[src/include/pwm_defs.svh]
// ~~~~~~~~~~~~~~~~~~~~~~~~~~~~~~~~~~~~~~~~~~~~~~~~~
// Sizes, register map and control bit positions of
// the multi-channel PWM generator. Include it in any
// file that needs a width, an address or a bit index
// ~~~~~~~~~~~~~~~~~~~~~~~~~~~~~~~~~~~~~~~~~~~~~~~~~
`ifndef PWM_DEFS_SVH
`define PWM_DEFS_SVH

// Six counter channels, each with a complementary pair of pins
`define PWM_CHANNELS 6
`define PWM_OUTPUTS 12
`define PWM_COUNTER_WIDTH 16
`define PWM_REGISTER_WIDTH 32
`define PWM_ADDRESS_WIDTH 4
`define PWM_TB_DIV_WIDTH 3

// Register map, compare register of channel k lives at base plus k
`define PWM_ADDR_CTRL 0
`define PWM_ADDR_PERIOD 1
`define PWM_ADDR_COMPARE_BASE 2

// Fields of the control register
`define PWM_CTRL_TB_DIV_LSB 0
`define PWM_CTRL_TB_EN 3
`define PWM_CTRL_TB_EXT_EN 4
`define PWM_CTRL_RUN 5
`define PWM_CTRL_SYNC 6
`define PWM_CTRL_STOP_LSB 7

`endif

[src/design/pwm_pkg.sv]
// ~~~~~~~~~~~~~~~~~~~~~~~~~~~~~~~~~~~~~~~~~~~~~~~~~
// Types shared by the PWM generator blocks. Refer to
// them by scoped name, for example
// pwm_pkg::counter_value_t
// ~~~~~~~~~~~~~~~~~~~~~~~~~~~~~~~~~~~~~~~~~~~~~~~~~
`default_nettype none

`include "pwm_defs.svh"

package pwm_pkg;

    // Host side register word and address
    typedef logic [`PWM_REGISTER_WIDTH-1:0] register_word_t;
    typedef logic [`PWM_ADDRESS_WIDTH-1:0] register_address_t;

    // Counter, period and compare values all share one width
    typedef logic [`PWM_COUNTER_WIDTH-1:0] counter_value_t;

    // Exponent of the power-of-two clock divider
    typedef logic [`PWM_TB_DIV_WIDTH-1:0] timebase_divisor_t;

    // One bit per output pin, pin 2k is high side of channel k
    typedef logic [`PWM_OUTPUTS-1:0] pin_state_t;

    // Source of the counter tick
    typedef enum logic [1:0] {
        TIMEBASE_IDLE,
        TIMEBASE_INTERNAL,
        TIMEBASE_EXTERNAL
    } timebase_state_t;

endpackage

`default_nettype wire

[src/design/pwm_control_unit.sv]
// ~~~~~~~~~~~~~~~~~~~~~~~~~~~~~~~~~~~~~~~~~~~~~~~~~
// Global control unit of the PWM generator. Holds the
// control, period and compare registers written by
// the host through a plain write strobe, serves the
// combinational read-back and hands the settings out
// to the timebase, the channels and the output stage
// ~~~~~~~~~~~~~~~~~~~~~~~~~~~~~~~~~~~~~~~~~~~~~~~~~
`timescale 1ns/1ps
`default_nettype none

`include "pwm_defs.svh"

module pwm_control_unit (
    input  wire                         clock,
    input  wire                         reset,
    input  wire                         register_write,
    input  pwm_pkg::register_address_t  register_address,
    input  pwm_pkg::register_word_t     register_write_data,
    input  wire                         counter_status,
    output pwm_pkg::register_word_t     register_read_data,
    output pwm_pkg::timebase_divisor_t  timebase_divisor,
    output logic                        timebase_enable,
    output logic                        timebase_external_enable,
    output logic                        counter_run,
    output logic                        sync,
    output pwm_pkg::pin_state_t         stop_state,
    output pwm_pkg::counter_value_t     period,
    output pwm_pkg::counter_value_t     compare [0:`PWM_CHANNELS-1]
);

    pwm_pkg::register_word_t control_register;
    pwm_pkg::register_word_t period_register;
    pwm_pkg::register_word_t compare_register [0:`PWM_CHANNELS-1];

    // Set once a sync pulse went out, cleared when the host drops the bit
    logic sync_wait;

    // Host writes land in the register on the next rising edge
    always_ff @(posedge clock) begin
        if (!reset) begin
            control_register <= '0;
            period_register <= '0;
            for (int k = 0; k < `PWM_CHANNELS; k++) begin
                compare_register[k] <= '0;
            end
        end else if (register_write) begin
            if (register_address == pwm_pkg::register_address_t'(`PWM_ADDR_CTRL)) begin
                control_register <= register_write_data;
            end
            if (register_address == pwm_pkg::register_address_t'(`PWM_ADDR_PERIOD)) begin
                period_register <= register_write_data;
            end
            for (int k = 0; k < `PWM_CHANNELS; k++) begin
                if (register_address ==
                        pwm_pkg::register_address_t'(`PWM_ADDR_COMPARE_BASE + k)) begin
                    compare_register[k] <= register_write_data;
                end
            end
        end
    end

    // Read-back returns the stored word, anything unmapped reads as zero
    always_comb begin
        register_read_data = '0;
        if (register_address == pwm_pkg::register_address_t'(`PWM_ADDR_CTRL)) begin
            register_read_data = control_register;
        end
        if (register_address == pwm_pkg::register_address_t'(`PWM_ADDR_PERIOD)) begin
            register_read_data = period_register;
        end
        for (int k = 0; k < `PWM_CHANNELS; k++) begin
            if (register_address ==
                    pwm_pkg::register_address_t'(`PWM_ADDR_COMPARE_BASE + k)) begin
                register_read_data = compare_register[k];
            end
        end
    end

    // Settings that leave the unit one cycle after the write
    always_ff @(posedge clock) begin
        if (!reset) begin
            timebase_divisor <= '0;
            timebase_enable <= 1'b0;
            timebase_external_enable <= 1'b0;
            counter_run <= 1'b0;
            stop_state <= '0;
            sync <= 1'b0;
            sync_wait <= 1'b0;
        end else begin
            // A rising sync bit gives exactly one pulse, then we wait for it to clear
            if (!sync_wait) begin
                sync <= control_register[`PWM_CTRL_SYNC];
                sync_wait <= control_register[`PWM_CTRL_SYNC];
            end else begin
                sync <= 1'b0;
                if (!control_register[`PWM_CTRL_SYNC]) begin
                    sync_wait <= 1'b0;
                end
            end
            // The divisor must not move under running counters
            if (!counter_status) begin
                timebase_divisor <= control_register[`PWM_CTRL_TB_DIV_LSB +: `PWM_TB_DIV_WIDTH];
                timebase_enable <= control_register[`PWM_CTRL_TB_EN];
                timebase_external_enable <= control_register[`PWM_CTRL_TB_EXT_EN];
            end
            counter_run <= control_register[`PWM_CTRL_RUN];
            stop_state <= control_register[`PWM_CTRL_STOP_LSB +: `PWM_OUTPUTS];
        end
    end

    // Period and compare only use the low bits of their words
    assign period = period_register[`PWM_COUNTER_WIDTH-1:0];

    always_comb begin
        for (int k = 0; k < `PWM_CHANNELS; k++) begin
            compare[k] = compare_register[k][`PWM_COUNTER_WIDTH-1:0];
        end
    end

    // Sync is a single-cycle pulse however long the bit stays set
    sync_single_pulse: assert property (
        @(posedge clock) disable iff (!reset) sync |=> !sync
    );

endmodule

`default_nettype wire

[src/design/pwm_timebase.sv]
// ~~~~~~~~~~~~~~~~~~~~~~~~~~~~~~~~~~~~~~~~~~~~~~~~~
// Counter tick generator. Produces a one-cycle tick
// either from a power-of-two clock divider or from a
// synchronized external tick input, as selected by
// the control unit
// ~~~~~~~~~~~~~~~~~~~~~~~~~~~~~~~~~~~~~~~~~~~~~~~~~
`timescale 1ns/1ps
`default_nettype none

`include "pwm_defs.svh"

module pwm_timebase (
    input  wire                         clock,
    input  wire                         reset,
    input  pwm_pkg::timebase_divisor_t  timebase_divisor,
    input  wire                         timebase_enable,
    input  wire                         timebase_external_enable,
    input  wire                         external_tick,
    output logic                        tick
);

    // Largest divisor exponent sets the prescaler width
    localparam int PRESCALER_WIDTH = 2 ** `PWM_TB_DIV_WIDTH - 1;

    pwm_pkg::timebase_state_t state;
    pwm_pkg::timebase_state_t next_state;
    logic [PRESCALER_WIDTH-1:0] prescaler;
    logic [PRESCALER_WIDTH-1:0] divisor_mask;
    logic [2:0] external_sync;

    // The external source also needs the timebase enable
    always_comb begin
        if (!timebase_enable) begin
            next_state = pwm_pkg::TIMEBASE_IDLE;
        end else if (timebase_external_enable) begin
            next_state = pwm_pkg::TIMEBASE_EXTERNAL;
        end else begin
            next_state = pwm_pkg::TIMEBASE_INTERNAL;
        end
    end

    // Low divisor bits all set marks the end of a divided period
    assign divisor_mask = PRESCALER_WIDTH'((1 << timebase_divisor) - 1);

    always_ff @(posedge clock) begin
        if (!reset) begin
            state <= pwm_pkg::TIMEBASE_IDLE;
            prescaler <= '0;
            external_sync <= '0;
            tick <= 1'b0;
        end else begin
            state <= next_state;
            // Two synchronizer flops, the third keeps history for the edge
            external_sync <= {external_sync[1:0], external_tick};
            // Prescaler only runs while the machine sits in internal mode
            if (state == pwm_pkg::TIMEBASE_INTERNAL) begin
                prescaler <= prescaler + 1'b1;
            end else begin
                prescaler <= '0;
            end
            // The registered mode picks the source, and a move to idle cuts the tick off
            if (next_state == pwm_pkg::TIMEBASE_IDLE) begin
                tick <= 1'b0;
            end else begin
                case (state)
                    pwm_pkg::TIMEBASE_INTERNAL:
                        tick <= (prescaler & divisor_mask) == divisor_mask;
                    pwm_pkg::TIMEBASE_EXTERNAL:
                        tick <= external_sync[1] & ~external_sync[2];
                    default:
                        tick <= 1'b0;
                endcase
            end
        end
    end

    // Counters must never see a tick while the machine is idle
    no_tick_when_idle: assert property (
        @(posedge clock) disable iff (!reset) (state == pwm_pkg::TIMEBASE_IDLE) |-> !tick
    );

endmodule

`default_nettype wire

[src/design/pwm_counter_channel.sv]
// ~~~~~~~~~~~~~~~~~~~~~~~~~~~~~~~~~~~~~~~~~~~~~~~~~
// One PWM channel. An up-counter advanced by the
// timebase tick wraps at the shared period, and its
// compare value sets the duty of a complementary,
// registered output pair
// ~~~~~~~~~~~~~~~~~~~~~~~~~~~~~~~~~~~~~~~~~~~~~~~~~
`timescale 1ns/1ps
`default_nettype none

`include "pwm_defs.svh"

module pwm_counter_channel (
    input  wire                      clock,
    input  wire                      reset,
    input  wire                      tick,
    input  wire                      counter_run,
    input  wire                      sync,
    input  pwm_pkg::counter_value_t  period,
    input  pwm_pkg::counter_value_t  compare,
    output logic                     pin_high,
    output logic                     pin_low,
    output logic                     counter_active
);

    pwm_pkg::counter_value_t counter;
    pwm_pkg::counter_value_t last_count;
    logic compare_match;

    // Value at which the counter wraps back to zero
    assign last_count = period - 1'b1;

    // High side is on while the count is below the compare value
    assign compare_match = counter < compare;

    always_ff @(posedge clock) begin
        if (!reset) begin
            counter <= '0;
        end else if (!counter_run || sync) begin
            // Stopping or a sync both restart the count from zero
            counter <= '0;
        end else if (tick) begin
            // A shrunken period still wraps instead of running on
            if (counter >= last_count) begin
                counter <= '0;
            end else begin
                counter <= counter + 1'b1;
            end
        end
    end

    // Output pair is registered one cycle behind the counter
    always_ff @(posedge clock) begin
        if (!reset) begin
            pin_high <= 1'b0;
            pin_low <= 1'b0;
        end else begin
            pin_high <= compare_match;
            pin_low <= ~compare_match;
        end
    end

    // Keeps the timebase settings frozen until this channel is at rest
    assign counter_active = (counter != '0) || counter_run;

    // With a steady period the count never reaches or passes it
    counter_below_period: assert property (
        @(posedge clock) disable iff (!reset)
        (period != '0 && counter < period && $stable(period)) |=> counter < period
    );

endmodule

`default_nettype wire

[src/design/pwm_output_stage.sv]
// ~~~~~~~~~~~~~~~~~~~~~~~~~~~~~~~~~~~~~~~~~~~~~~~~~
// Output stage of the PWM generator. Interleaves the
// channel pairs onto the pins and registers them, or
// drives the programmed stop state while the
// counters are not running
// ~~~~~~~~~~~~~~~~~~~~~~~~~~~~~~~~~~~~~~~~~~~~~~~~~
`timescale 1ns/1ps
`default_nettype none

`include "pwm_defs.svh"

module pwm_output_stage (
    input  wire                        clock,
    input  wire                        reset,
    input  wire                        counter_run,
    input  pwm_pkg::pin_state_t        stop_state,
    input  wire [`PWM_CHANNELS-1:0]    channel_high,
    input  wire [`PWM_CHANNELS-1:0]    channel_low,
    output pwm_pkg::pin_state_t        pwm_out
);

    pwm_pkg::pin_state_t channel_pins;

    // Even pins carry the high side, odd pins the low side
    always_comb begin
        for (int k = 0; k < `PWM_CHANNELS; k++) begin
            channel_pins[2*k] = channel_high[k];
            channel_pins[2*k+1] = channel_low[k];
        end
    end

    // Second register stage, so pins lag the counters by two cycles
    always_ff @(posedge clock) begin
        if (!reset) begin
            pwm_out <= '0;
        end else if (!counter_run) begin
            // Stopped counters hand the pins to the stop state
            pwm_out <= stop_state;
        end else begin
            pwm_out <= channel_pins;
        end
    end

endmodule

`default_nettype wire

[src/design/pwm_subsystem.sv]
// ~~~~~~~~~~~~~~~~~~~~~~~~~~~~~~~~~~~~~~~~~~~~~~~~~
// Top level of the multi-channel PWM generator. A
// host programs it through write strobes, and it
// drives 12 output pins from 6 counter channels
// ~~~~~~~~~~~~~~~~~~~~~~~~~~~~~~~~~~~~~~~~~~~~~~~~~
`timescale 1ns/1ps
`default_nettype none

`include "pwm_defs.svh"

module pwm_subsystem (
    input  wire                         clock,
    input  wire                         reset,
    input  wire                         register_write,
    input  pwm_pkg::register_address_t  register_address,
    input  pwm_pkg::register_word_t     register_write_data,
    input  wire                         external_tick,
    output pwm_pkg::register_word_t     register_read_data,
    output pwm_pkg::pin_state_t         pwm_out
);

    pwm_pkg::timebase_divisor_t timebase_divisor;
    logic timebase_enable;
    logic timebase_external_enable;
    logic counter_run;
    logic sync;
    logic tick;
    logic counter_status;
    pwm_pkg::pin_state_t stop_state;
    pwm_pkg::counter_value_t period;
    pwm_pkg::counter_value_t compare [0:`PWM_CHANNELS-1];
    logic [`PWM_CHANNELS-1:0] channel_high;
    logic [`PWM_CHANNELS-1:0] channel_low;
    logic [`PWM_CHANNELS-1:0] counter_active;

    // Any channel still busy holds the timebase settings
    assign counter_status = |counter_active;

    pwm_control_unit control_unit (
        .clock(clock),
        .reset(reset),
        .register_write(register_write),
        .register_address(register_address),
        .register_write_data(register_write_data),
        .counter_status(counter_status),
        .register_read_data(register_read_data),
        .timebase_divisor(timebase_divisor),
        .timebase_enable(timebase_enable),
        .timebase_external_enable(timebase_external_enable),
        .counter_run(counter_run),
        .sync(sync),
        .stop_state(stop_state),
        .period(period),
        .compare(compare)
    );

    pwm_timebase timebase (
        .clock(clock),
        .reset(reset),
        .timebase_divisor(timebase_divisor),
        .timebase_enable(timebase_enable),
        .timebase_external_enable(timebase_external_enable),
        .external_tick(external_tick),
        .tick(tick)
    );

    // All channels share tick, run, sync and period
    for (genvar k = 0; k < `PWM_CHANNELS; k++) begin : channel
        pwm_counter_channel counter_channel (
            .clock(clock),
            .reset(reset),
            .tick(tick),
            .counter_run(counter_run),
            .sync(sync),
            .period(period),
            .compare(compare[k]),
            .pin_high(channel_high[k]),
            .pin_low(channel_low[k]),
            .counter_active(counter_active[k])
        );
    end

    pwm_output_stage output_stage (
        .clock(clock),
        .reset(reset),
        .counter_run(counter_run),
        .stop_state(stop_state),
        .channel_high(channel_high),
        .channel_low(channel_low),
        .pwm_out(pwm_out)
    );

endmodule

`default_nettype wire

[config.mk]
export PLATFORM = sky130hd
export DESIGN_NAME = pwm_subsystem
export DESIGN_NICKNAME = d
export VERILOG_FILES = /design/src/design/pwm_pkg.sv /design/src/design/pwm_control_unit.sv /design/src/design/pwm_timebase.sv /design/src/design/pwm_counter_channel.sv /design/src/design/pwm_output_stage.sv /design/src/design/pwm_subsystem.sv
export VERILOG_INCLUDE_DIRS = /design/src /design/src/include
export SDC_FILE = /design/constraint.sdc
export NUM_CORES = 1
export LEC_CHECK = 0
export BUFFER_PORTS_ARGS = -buffer_cell sky130_fd_sc_hd__clkbuf_2
export CORE_MARGIN = 10
export CORE_UTILIZATION = 50
export CTS_BUF_LIST = sky130_fd_sc_hd__clkbuf_4 sky130_fd_sc_hd__clkbuf_8 sky130_fd_sc_hd__clkbuf_16
export DETAILED_ROUTE_END_ITERATION = 8
export MAX_ROUTING_LAYER = met4
export PLACE_DENSITY = 0.72
export REMOVE_ABC_BUFFERS = 1
export SLEW_MARGIN = 5
export SYNTH_ARGS = -nofsm -noshare
export SYNTH_HDL_FRONTEND = slang
export SYNTH_HIERARCHICAL = 1
export SYNTH_SLANG_ARGS = --single-unit
export TNS_END_PERCENT = 50
[constraint.sdc]
create_clock -name clock -period 3.8 [get_ports clock]
set_clock_uncertainty 0.05 [all_clocks]
set_input_delay 0.38 -clock clock [delete_from_list [all_inputs] [get_ports clock]]
set_output_delay 0.38 -clock clock [all_outputs]
set_load 0.005 [all_outputs]
==> out/qor.yml, run 1 <==
post-dp-hpwl_um: 53200
report.final.slew_viol_count: 0
fin_crit_ps: 3790
cp-endpoint: "channel[5].counter_channel/counter[3]"
cts_tree: "built"
yosysSeqAreaShare_pct: 40.3
core_um2: 49900
drive_above_1_share_pct: 14.5
power.density_nw_per_um2: 363
endpoint_kind: "flip-flop"
ant_nets: 0
ys.flop_type: "dfxtp_1"
synthSimpleGateAreaFrac_pct: 20.5
tns_ps: 0
clk_pin_slew_ps: 60
gp_congestion: 0.928
crit_required_ps: 4240
drtIter0Drc: 1792
start_util_pct: 50.4
wl_um: 73500
crit_top_cell: "or3_4"
viasPerCell: 5.82
final_hold_viol_count: 0
maxCapViolCount: 0
period_share_pct: 99.8
hp-class: "primary input to flip-flop"
first_global_vias: 19200
rr_endpoint: "channel[5].counter_channel/counter[3]"
setup_violations: 0
clk_latency_ps: 610
power.total_mw: 10.1
place_ws_ps: -28.2
die_y_um: 244
cp.arrival_ps: 4230
die-area_um2: 59600
die_x_um: 244
grt_start_max_net_pins: 39
crit_slowest_cell: "or4_1"
critical_path_class: "flip-flop to flip-flop"
synth_seq_cells: 409
fin_cells: 3340
cts_buffer_depth: 3
crit_path_max_incr_delay_ps: 530
r2r_start: "control_unit/period_register[4]"
cts_sinks: 409
grt_pass1_wl_um: 112000
numPortBuffers: 83
critical_path.cell_chain: "buf_12 > or3_4 > or3_4 > or3_4 > nor3_2 > xnor2_1 > ha_1 > nand4_1 > or4_1 > a221o_1 > a31oi_4 > clkbuf_16 > nor2_1"
cts_max_level: 2
area_growth_pct: 11.1
ys.warnings.count: 6
first_pass_iters: 6
ys_types: 71
fmax_ghz: 0.264
synth_edf_count: 192
synthCells: 2583
grt_util_all_layers_pct: 24.8
final_util_pct: 55.9
design_area_um2: 27900
r2r_slack_ps: 9
dp.cells: 3251
syn_avg_cell_area_um2: 9.72
status: "finished clean"
ios: 84
async_flop_share_pct: 0
synth_top_family_by_area: "simple AND/OR/NAND/NOR gates"
r2r_cells: 13
grt-ovfl-total: 0
rows: 82
routedWlPerCell_um: 22.0
synthMuxAreaShare_pct: 5.56
worst_setup_path_start_kind: "flip-flop"
drcViolationCount: 0
synthAdderAreaFrac_pct: 10.4
setup_ws_ps: 8.66
crit_start: "control_unit/period_register[4]"
antenna_found_initial: 3
peakVddDrop_mv: 0.449
rsz0062_at_grt: "true"
crit_fanout: 7
syn-cell-area_um2: 25100
synth-xor-area-share_pct: 5.58
fin_hold_ws_ps: 29.2
leakage_nw: 11.5
tightest_slew_ps: 1010
relSlewSlack_pct: 32.4
final_nets: 2878
place_area_um2: 26300
vias: 19500
synth_compound_area_share_pct: 10.1
cts_inserted_buffers: 45
cts_root_buf: "clkbuf_16"
==> cell families (layout without fill, tap and decap cells) <==
family	after synthesis	count (layout)
simple gates	959	959
flops	409	409
compound gates	367	367
buf+inv	358	441
fa+ha+maj	208	208
xor+xnor	160	160
mux	122	122
other cells	0	2
==> registers in the layout (all words and copies together), names as in the netlist, 2 cells and up <==
register,flops
control_unit/compare_register,192
channel.counter_channel/counter,96
control_unit/control_register,32
control_unit/period_register,32
control_unit/stop_state,12
output_stage/pwm_out,12
timebase/prescaler,7
channel.counter_channel/pin_high,6
channel.counter_channel/pin_low,6
control_unit/timebase_divisor,3
timebase/external_sync,3
timebase/state,2
==> worst min path at each step <==
stage / start / endpoint / slack (ps) / cells after the start
6_report: register_write_data[28] / control_unit/control_register[28] / 30 / 3
3_3_place_gp: control_unit/sync_wait / control_unit/sync / 320 / 1
4_1_cts: register_write_data[21] / control_unit/control_register[21] / 6 / 3
2_1_floorplan: control_unit/sync_wait / control_unit/sync / 320 / 1
3_5_place_dp: control_unit/sync_wait / control_unit/sync / 330 / 1
5_1_grt: register_write_data[21] / control_unit/control_register[21] / 40 / 3
==> cell usage after synthesis, drive strengths merged (8+ instances only) <==
library cell,count,area share (%)
dfxtp,217,17
ha,208,10
mux4,13,1.2
inv,147,2.2
a211oi,12,0.36
o22ai,18,0.45
a221o,22,0.88
mux2,9,0.40
nand3,33,0.66
nand4,46,1.1
a21oi,74,1.5
nand2,240,3.6
mux2i,100,4.0
or4,11,0.34
nor4,38,1.3
edfxtp,192,23
o221ai,11,0.38
a21o,20,0.60
nor3,71,1.6
nand3b,8,0.24
o21a,22,0.66
nand2b,15,0.37
clkbuf,49,0.73
nor2,175,2.6
a21boi,68,2.0
nor2b,24,0.63
and2,220,5.5
xnor2,107,3.7
or3,40,1.2
o21ai,79,1.6
nor4b,9,0.34
xor2,53,1.8
buf,162,4.7
and4,15,0.52
==> worst max-delay path: cells and delay by family (launching register included) <==
kind,cells,cell delay (ps)
AO/OA/AOI/OAI,2,550
XOR/XNOR,1,110
adder cells (fa/ha/maj),1,300
buffers and inverters,2,330
flip-flops,1,340
AND/OR/NAND/NOR,7,2000
==> cell usage in the layout, fill, tap and decap left out, drive strengths merged, types with 33 or more instances in the layout <==
cell    count
xnor2     107
mux2i     100
clkbuf    137
nand3      33
a21boi     68
o21ai      79
buf       129
nor2      175
inv       152
nand4      46
a21oi      74
nand2     240
and2      220
dfxtp     217
ha        208
xor2       53
edfxtp    192
nor4       38
nor3       71
or3        40
==> per-layer routing <==
layer | vias up | global-route usage (%) | wire length (µm)
met2 | 826 | 39.0 | 34100
met4 | 0 | 9.94 | 2960
met3 | 180 | 3.82 | 6050
li1 | 9082 | - | -
met1 | 9364 | 31.6 | 30500
met5 | - | - | 0
==> power by group <==
group          internal [mW]  switching, mW
clock network           2.37           1.91
registers               4.75         0.0902
logic                  0.410          0.592
==> what timing repair did <==
action,CTS,global route
pin swaps,0,9
buffers inserted,0,2
resized for setup,2,16
hold endpoints to repair,1,0
cloned,0,1
hold buffers,1,0
setup endpoints to repair,30,77
==> cell type report <==
type	instances	area (µm²)
clock inverters	27	230
clock buffers	56	1210
flip-flops and latches	409	10100
inverters	147	552
repair buffers	211	1670
diodes	2	5.00
well taps	672	841
fillers	4380	22000
multi-input cells	1816	13300
Note: power is estimated with default switching activity, not from simulation.
==> run 2: changes to the inputs <==
CAP_MARGIN = 20   (was not set)
MAX_ROUTING_LAYER = not set   (was met4)
SETUP_SLACK_MARGIN = 0.15   (was not set)
==> run 2 against run 1 <==
Compared with the run above: worst setup slack improved by 59 ps; utilization rose by 1.1 points; wire length rose by 2.7%; critical path type unchanged; global-route usage fell by 0.29 points; final area rose by 1.9%; sequential share of layout area fell by 0.63 points; flip-flop and latch count did not move; sequential power barely moved; largest cell class unchanged.
==> out/qor.yml, run 2 (synthesis gave the netlist of run 1 again) <==
clk_latency_ps: 610  # about the same
drtIter0Drc: 1738  # -3.0%
clkPwrFrac_pct: 44.1  # +1.8 points
fin_hold_ws_ps: 29.5  # +0.280 ps
final_common_cell: "nand2_1"
p_int_mw: 7.90  # +4.9%
crit_buf_inv: 1  # -1
peakVddDrop_mv: 0.495  # +10%
status: "finished clean"
viasPerCell: 5.91  # +1.5%
final_cell_mix: "nand2_1, and2_1, dfxtp_1"
first_pass_iters: 6  # unchanged
die-area_um2: 59600  # unchanged
first_global_vias: 19700  # +2.4%
area_growth_pct: 13.2
wl_um: 75600  # +2.7%
cts_root_buf: "clkbuf_16"
hp-class: "primary input to flip-flop"
crit_path_max_incr_delay_ps: 550  # +20 ps
cts_sinks: 409  # unchanged
fmax_ghz: 0.268  # +1.6%
crit_fanout: 15  # +8
report.final.slew_viol_count: 0  # unchanged
crit_required_ps: 4240  # about the same
cts_max_level: 2  # unchanged
cts_tree: "built"
setup_violations: 0  # unchanged
post-dp-hpwl_um: 53400  # +0.52%
seqPwrFrac_pct: 46.0  # -1.8 points
core_um2: 49900  # unchanged
cp.arrival_ps: 4170  # -60 ps
power.total_mw: 10.5  # +3.9%
fill_cells: 4316  # -1.5%
critical_path.cell_chain: "or3_4 > or3_4 > or3_4 > nor4_4 > xnor2_1 > ha_1 > nand4_1 > or4_1 > a221o_1 > a31oi_4 > buf_12 > nor2_1"
ant_nets: 0  # unchanged
diodes: 0  # -2
leakage_nw: 11.6  # +1.1%
die_y_um: 244  # unchanged
final_hold_viol_count: 0  # unchanged
top_regs: "control_unit/compare_register x192, channel.counter_channel/counter x96"
final_nets: 2889  # +0.38%
numPortBuffers: 83  # unchanged
critical_path_class: "flip-flop to flip-flop"
largest-register: "control_unit/compare_register"
crit_top_cell: "or3_4"
tightest_slew_ps: 959  # -55.6 ps
die_x_um: 244  # unchanged
clk_pin_slew_ps: 60  # about the same
swShare_pct: 24.9  # -0.73 points
ios: 84  # unchanged
drive_above_1_share_pct: 17.5  # +3.0 points
fin_cells: 3351  # +0.33%
relSlewSlack_pct: 36.0  # +3.6 points
rows: 82  # unchanged
power.density_nw_per_um2: 370  # +2.0%
endpoint_kind: "flip-flop"
p_switching_mw: 2.62  # +0.92%
gp_congestion: 0.970  # +4.6%
comb_power_share_pct: 9.8  # about the same
dp.cells: 3246  # -0.15%
routedWlPerCell_um: 22.5  # +2.4%
cts_buffer_depth: 3  # unchanged
vias: 19800  # +1.9%
grt-ovfl-total: 0  # unchanged
drcViolationCount: 0  # unchanged
period_share_pct: 98.2  # -1.5 points
rsz0062_at_grt: "true"
start_util_pct: 50.4  # unchanged
crit_slowest_cell: "or4_1"
crit_family: "simple AND/OR/NAND/NOR gates"
grt_util_all_layers_pct: 24.5  # -0.29 points
fin_crit_ps: 3730  # -58.7 ps
largest_reg_flops: 192  # unchanged
grt_start_max_net_pins: 48  # +23%
worst_setup_path_start_kind: "flip-flop"
maxCapViolCount: 0  # unchanged
cts_inserted_buffers: 46  # +2.2%
grt_pass1_wl_um: 115000  # +2.5%
antenna_found_initial: 2  # -1
==> run 2: changes by cell type in the layout (fill, tap and decap cells not counted), sizes merged <==
cell,change
diode,-2
clkinv,-5
buf,+8
clkinvlp,+3
bufinv,+3
dlygate4sd3,+1
inv,-3
clkbuf,+6
==> run 2: routing by layer <==
layer	vias to the layer above	track usage, %	routed length, µm
met5	-	0	13
met4	2	11.2	3430
met1	9565	31.2	30100
met2	920	39.6	35100
met3	221	4.84	6840
li1	9106	-	-
==> run 2: power groups by stage <==
stage	registers (mW)	clock network, mW	logic [mW]
2_1_floorplan	4.90	0	0.533
6_report	4.84	4.64	1.03
5_1_grt	4.85	4.90	1.12
3_3_place_gp	4.92	0	0.937
4_1_cts	4.84	4.70	0.997
3_5_place_dp	4.93	0	0.970
==> run 2: tightest hold or removal path, cell delays in order <==
cell	delay, ps
clkbuf_2	130
nand2_1	70
a21boi_1	50
==> run 2: repair_timing <==
action / CTS / global route
pin swaps: 5 / 40
setup buffers: 5 / 10
hold endpoints to repair: 2 / 0
cloned: 0 / 2
resized for setup: 20 / 101
hold buffers: 2 / 0
endpoints found under the setup margin: 76 / 89
==> run 2: per-stage QoR <==
stage | setup WS [ps] | util [%] | cell area [µm²] | TNS (ps)
final | 67.3 | 57.0 | 28400 | 0
after global placement | 37.3 | 52.5 | 26200 | 0
after CTS | 108 | 56.0 | 27900 | 0
after detailed placement | -53.4 | 52.5 | 26200 | -2080
after global routing | -33.6 | 57.0 | 28400 | -274
after floorplan | -684 | - | 23800 | -65640
==> run 2: worst paths after layout <==
kind / start / end / slack [ps] / cells past startpoint
max: control_unit/period_register[4] / channel[0].counter_channel/counter[1] / 70 / 12
min: register_write_data[31] / control_unit/control_register[31] / 30 / 3
max reg2reg: control_unit/period_register[4] / channel[0].counter_channel/counter[1] / 70 / 12
min reg2reg: control_unit/sync_wait / control_unit/sync / 340 / 1
==> run 2: cell type report <==
cell class / instances / area (µm²) / share of cell area [%]
clock inverters: 25 / 292 / 1.03
flip-flops and latches: 409 / 10100 / 35.6
clock buffers: 61 / 1310 / 4.60
multi-input cells: 1816 / 13600 / 48.0
inverters: 147 / 552 / 1.94
repair buffers: 221 / 1670 / 5.88
well taps: 672 / 841 / 2.96
==> run 3: changes to the inputs <==
RECOVER_POWER = 100   (was not set)
SLEW_MARGIN = not set   (was 5)
==> run 3 against run 2 <==
Compared with the run above: sequential power is essentially flat; the run now ends with max-capacitance violations, max-slew violations left; utilization shrank 0.46 points; final area shrank 0.81%; largest cell class unchanged; largest power group unchanged; total power shrank 0.18%; fmax is essentially flat; register-to-register slack is essentially flat; count of clock-buffer cells in the layout is the same; first-iteration DRC count shrank 1.0%; flip-flop and latch count is the same; critical path depth is the same.
==> out/qor.yml, run 3 (synthesis gave the netlist of run 1 again) <==
worst_setup_path_start_kind: "flip-flop"
final_common_cell: "nand2_1"
crit_family: "simple AND/OR/NAND/NOR gates"
grt_util_all_layers_pct: 24.5  # unchanged
r2r_start: "control_unit/period_register[4]"
drive_above_1_share_pct: 15.2  # -2.2 points
final_util_pct: 56.5  # -0.46 points
drtIter0Drc: 1720  # -1.0%
place_ws_ps: -53.4  # unchanged
drcViolationCount: 0  # unchanged
setup_violations: 0  # unchanged
min_from: "register_write_data[31]"
critical_path_class: "flip-flop to flip-flop"
final_nets: 2889  # unchanged
ios: 84  # unchanged
leakage_nw: 11.3  # -2.9%
cts_tree: "built"
rows: 82  # unchanged
fin_hold_ws_ps: 48.4  # +18.9 ps
power.total_mw: 10.5  # -0.18%
first_global_vias: 19700  # unchanged
report.final.slew_viol_count: 124  # +124
die_y_um: 244  # unchanged
ant_nets: 0  # unchanged
critical_path.cell_chain: "or3_4 > or3_4 > or3_4 > nor4_4 > xnor2_1 > ha_1 > nand4_1 > or4_1 > a221o_1 > a31oi_4 > buf_12 > nor2_1"
r2r_slack_ps: 60  # about the same
met2_usage_pct: 39.6  # unchanged
crit_top_cell: "or3_4"
cts_inserted_buffers: 46  # unchanged
wl_um: 75800  # +0.31%
grt-ovfl-total: 0  # unchanged
violations: "max-capacitance violations, max-slew violations"
tightest_slew_ps: 1720  # +758 ps
place_area_um2: 26200  # unchanged
grt_start_max_net_pins: 48  # unchanged
rr_endpoint: "channel[0].counter_channel/counter[1]"
crit_path_max_incr_delay_ps: 550  # about the same
worst-path-stages: 12  # unchanged
viasPerCell: 5.91  # about the same
fmax_ghz: 0.268  # about the same
crit_buf_inv: 1  # unchanged
crit_slowest_cell: "or4_1"
setup_ws_ps: 63.8  # -3.56 ps
r2r_cells: 12  # unchanged
antenna_found_initial: 2  # unchanged
cp.arrival_ps: 4170  # about the same
first_pass_iters: 5  # -1
core_um2: 49900  # unchanged
numPortBuffers: 83  # unchanged
peakVddDrop_mv: 0.491  # -0.72%
crit_start: "control_unit/period_register[4]"
tns_ps: 0  # unchanged
busiest_layer: "met2"
clk_latency_ps: 610  # about the same
gp_congestion: 0.970  # unchanged
relSlewSlack_pct: -15.2  # -51 points
area_growth_pct: 12.2
met1_usage_pct: 31.2  # unchanged
status: "finished with violations"
clk_pin_slew_ps: 60  # about the same
fin_crit_ps: 3740  # +3.56 ps
cts_buffer_depth: 3  # unchanged
cts_root_buf: "clkbuf_16"
crit_fanout: 15  # unchanged
hp-class: "primary input to flip-flop"
largest-register: "control_unit/compare_register"
top_regs: "control_unit/compare_register x192, channel.counter_channel/counter x96"
period_share_pct: 98.3  # about the same
largest_reg_flops: 192  # unchanged
vias: 19800  # +0.056%
power.density_nw_per_um2: 373  # +0.64%
final_cell_mix: "nand2_1, dfxtp_1, ha_1"
crit_required_ps: 4240  # about the same
maxCapViolCount: 6  # +6
die_x_um: 244  # unchanged
grt_pass1_wl_um: 115000  # unchanged
gr-usage-met3_pct: 4.84  # unchanged
dp.cells: 3246  # unchanged
fin_cells: 3353  # +0.060%
die-area_um2: 59600  # unchanged
cts_sinks: 409  # unchanged
worst_hold_path.endpoint: "control_unit/control_register[31]"
post-dp-hpwl_um: 53400  # unchanged
final_hold_viol_count: 0  # unchanged
design_area_um2: 28200  # -0.81%
routedWlPerCell_um: 22.6  # +0.25%
rsz0062_at_grt: "true"
cts_max_level: 2  # unchanged
start_util_pct: 50.4  # unchanged
endpoint_kind: "flip-flop"
hold_path_depth: 3  # unchanged
[run 3: timing repair]
action                                  4_1_cts  5_1_grt
hold endpoints to repair                      2        0
gates resized for setup                      20      101
buffers inserted                              5       10
cloned                                        0        2
pin swaps                                     5       40
hold buffers                                  2        0
endpoints found under the setup margin       76       89
[run 3: where the power goes]
group,leakage (nW),internal [mW],total [mW],switching (mW)
Clock,0.785,2.72,4.64,1.92
Combinational,6.89,0.409,1.02,0.606
Sequential,3.59,4.75,4.84,0.0911
[run 3: metal layers]
layer | routed length (µm) | vias to the layer above
li1 | - | 9117
met5 | 13 | -
met1 | 30300 | 9595
met2 | 35200 | 897
met4 | 3610 | 2
met3 | 6700 | 214
[run 3: worst max-delay path by stage]
stage	to
floorplan	control_unit/compare_register[3][0]
global placement	channel[0].counter_channel/counter[1]
detailed placement	channel[3].counter_channel/counter[2]
CTS	channel[0].counter_channel/counter[6]
global route	channel[1].counter_channel/counter[4]
finish	channel[0].counter_channel/counter[1]
[run 3: tightest hold or removal path, delay by kind of cell]
kind	cells	cell delay, ps
simple gates	1	70
buf+inv	1	130
compound gates	1	60
[run 3: final cells by class]
class / instances / area [µm²]
fillers: 4376 / 21700
flip-flops and latches: 409 / 10100
clock buffers: 61 / 1310
repair buffers: 221 / 1520
multi-input cells: 1816 / 13500
clock inverters: 25 / 292
inverters: 147 / 552
well taps: 672 / 841
diodes: 2 / 5.00
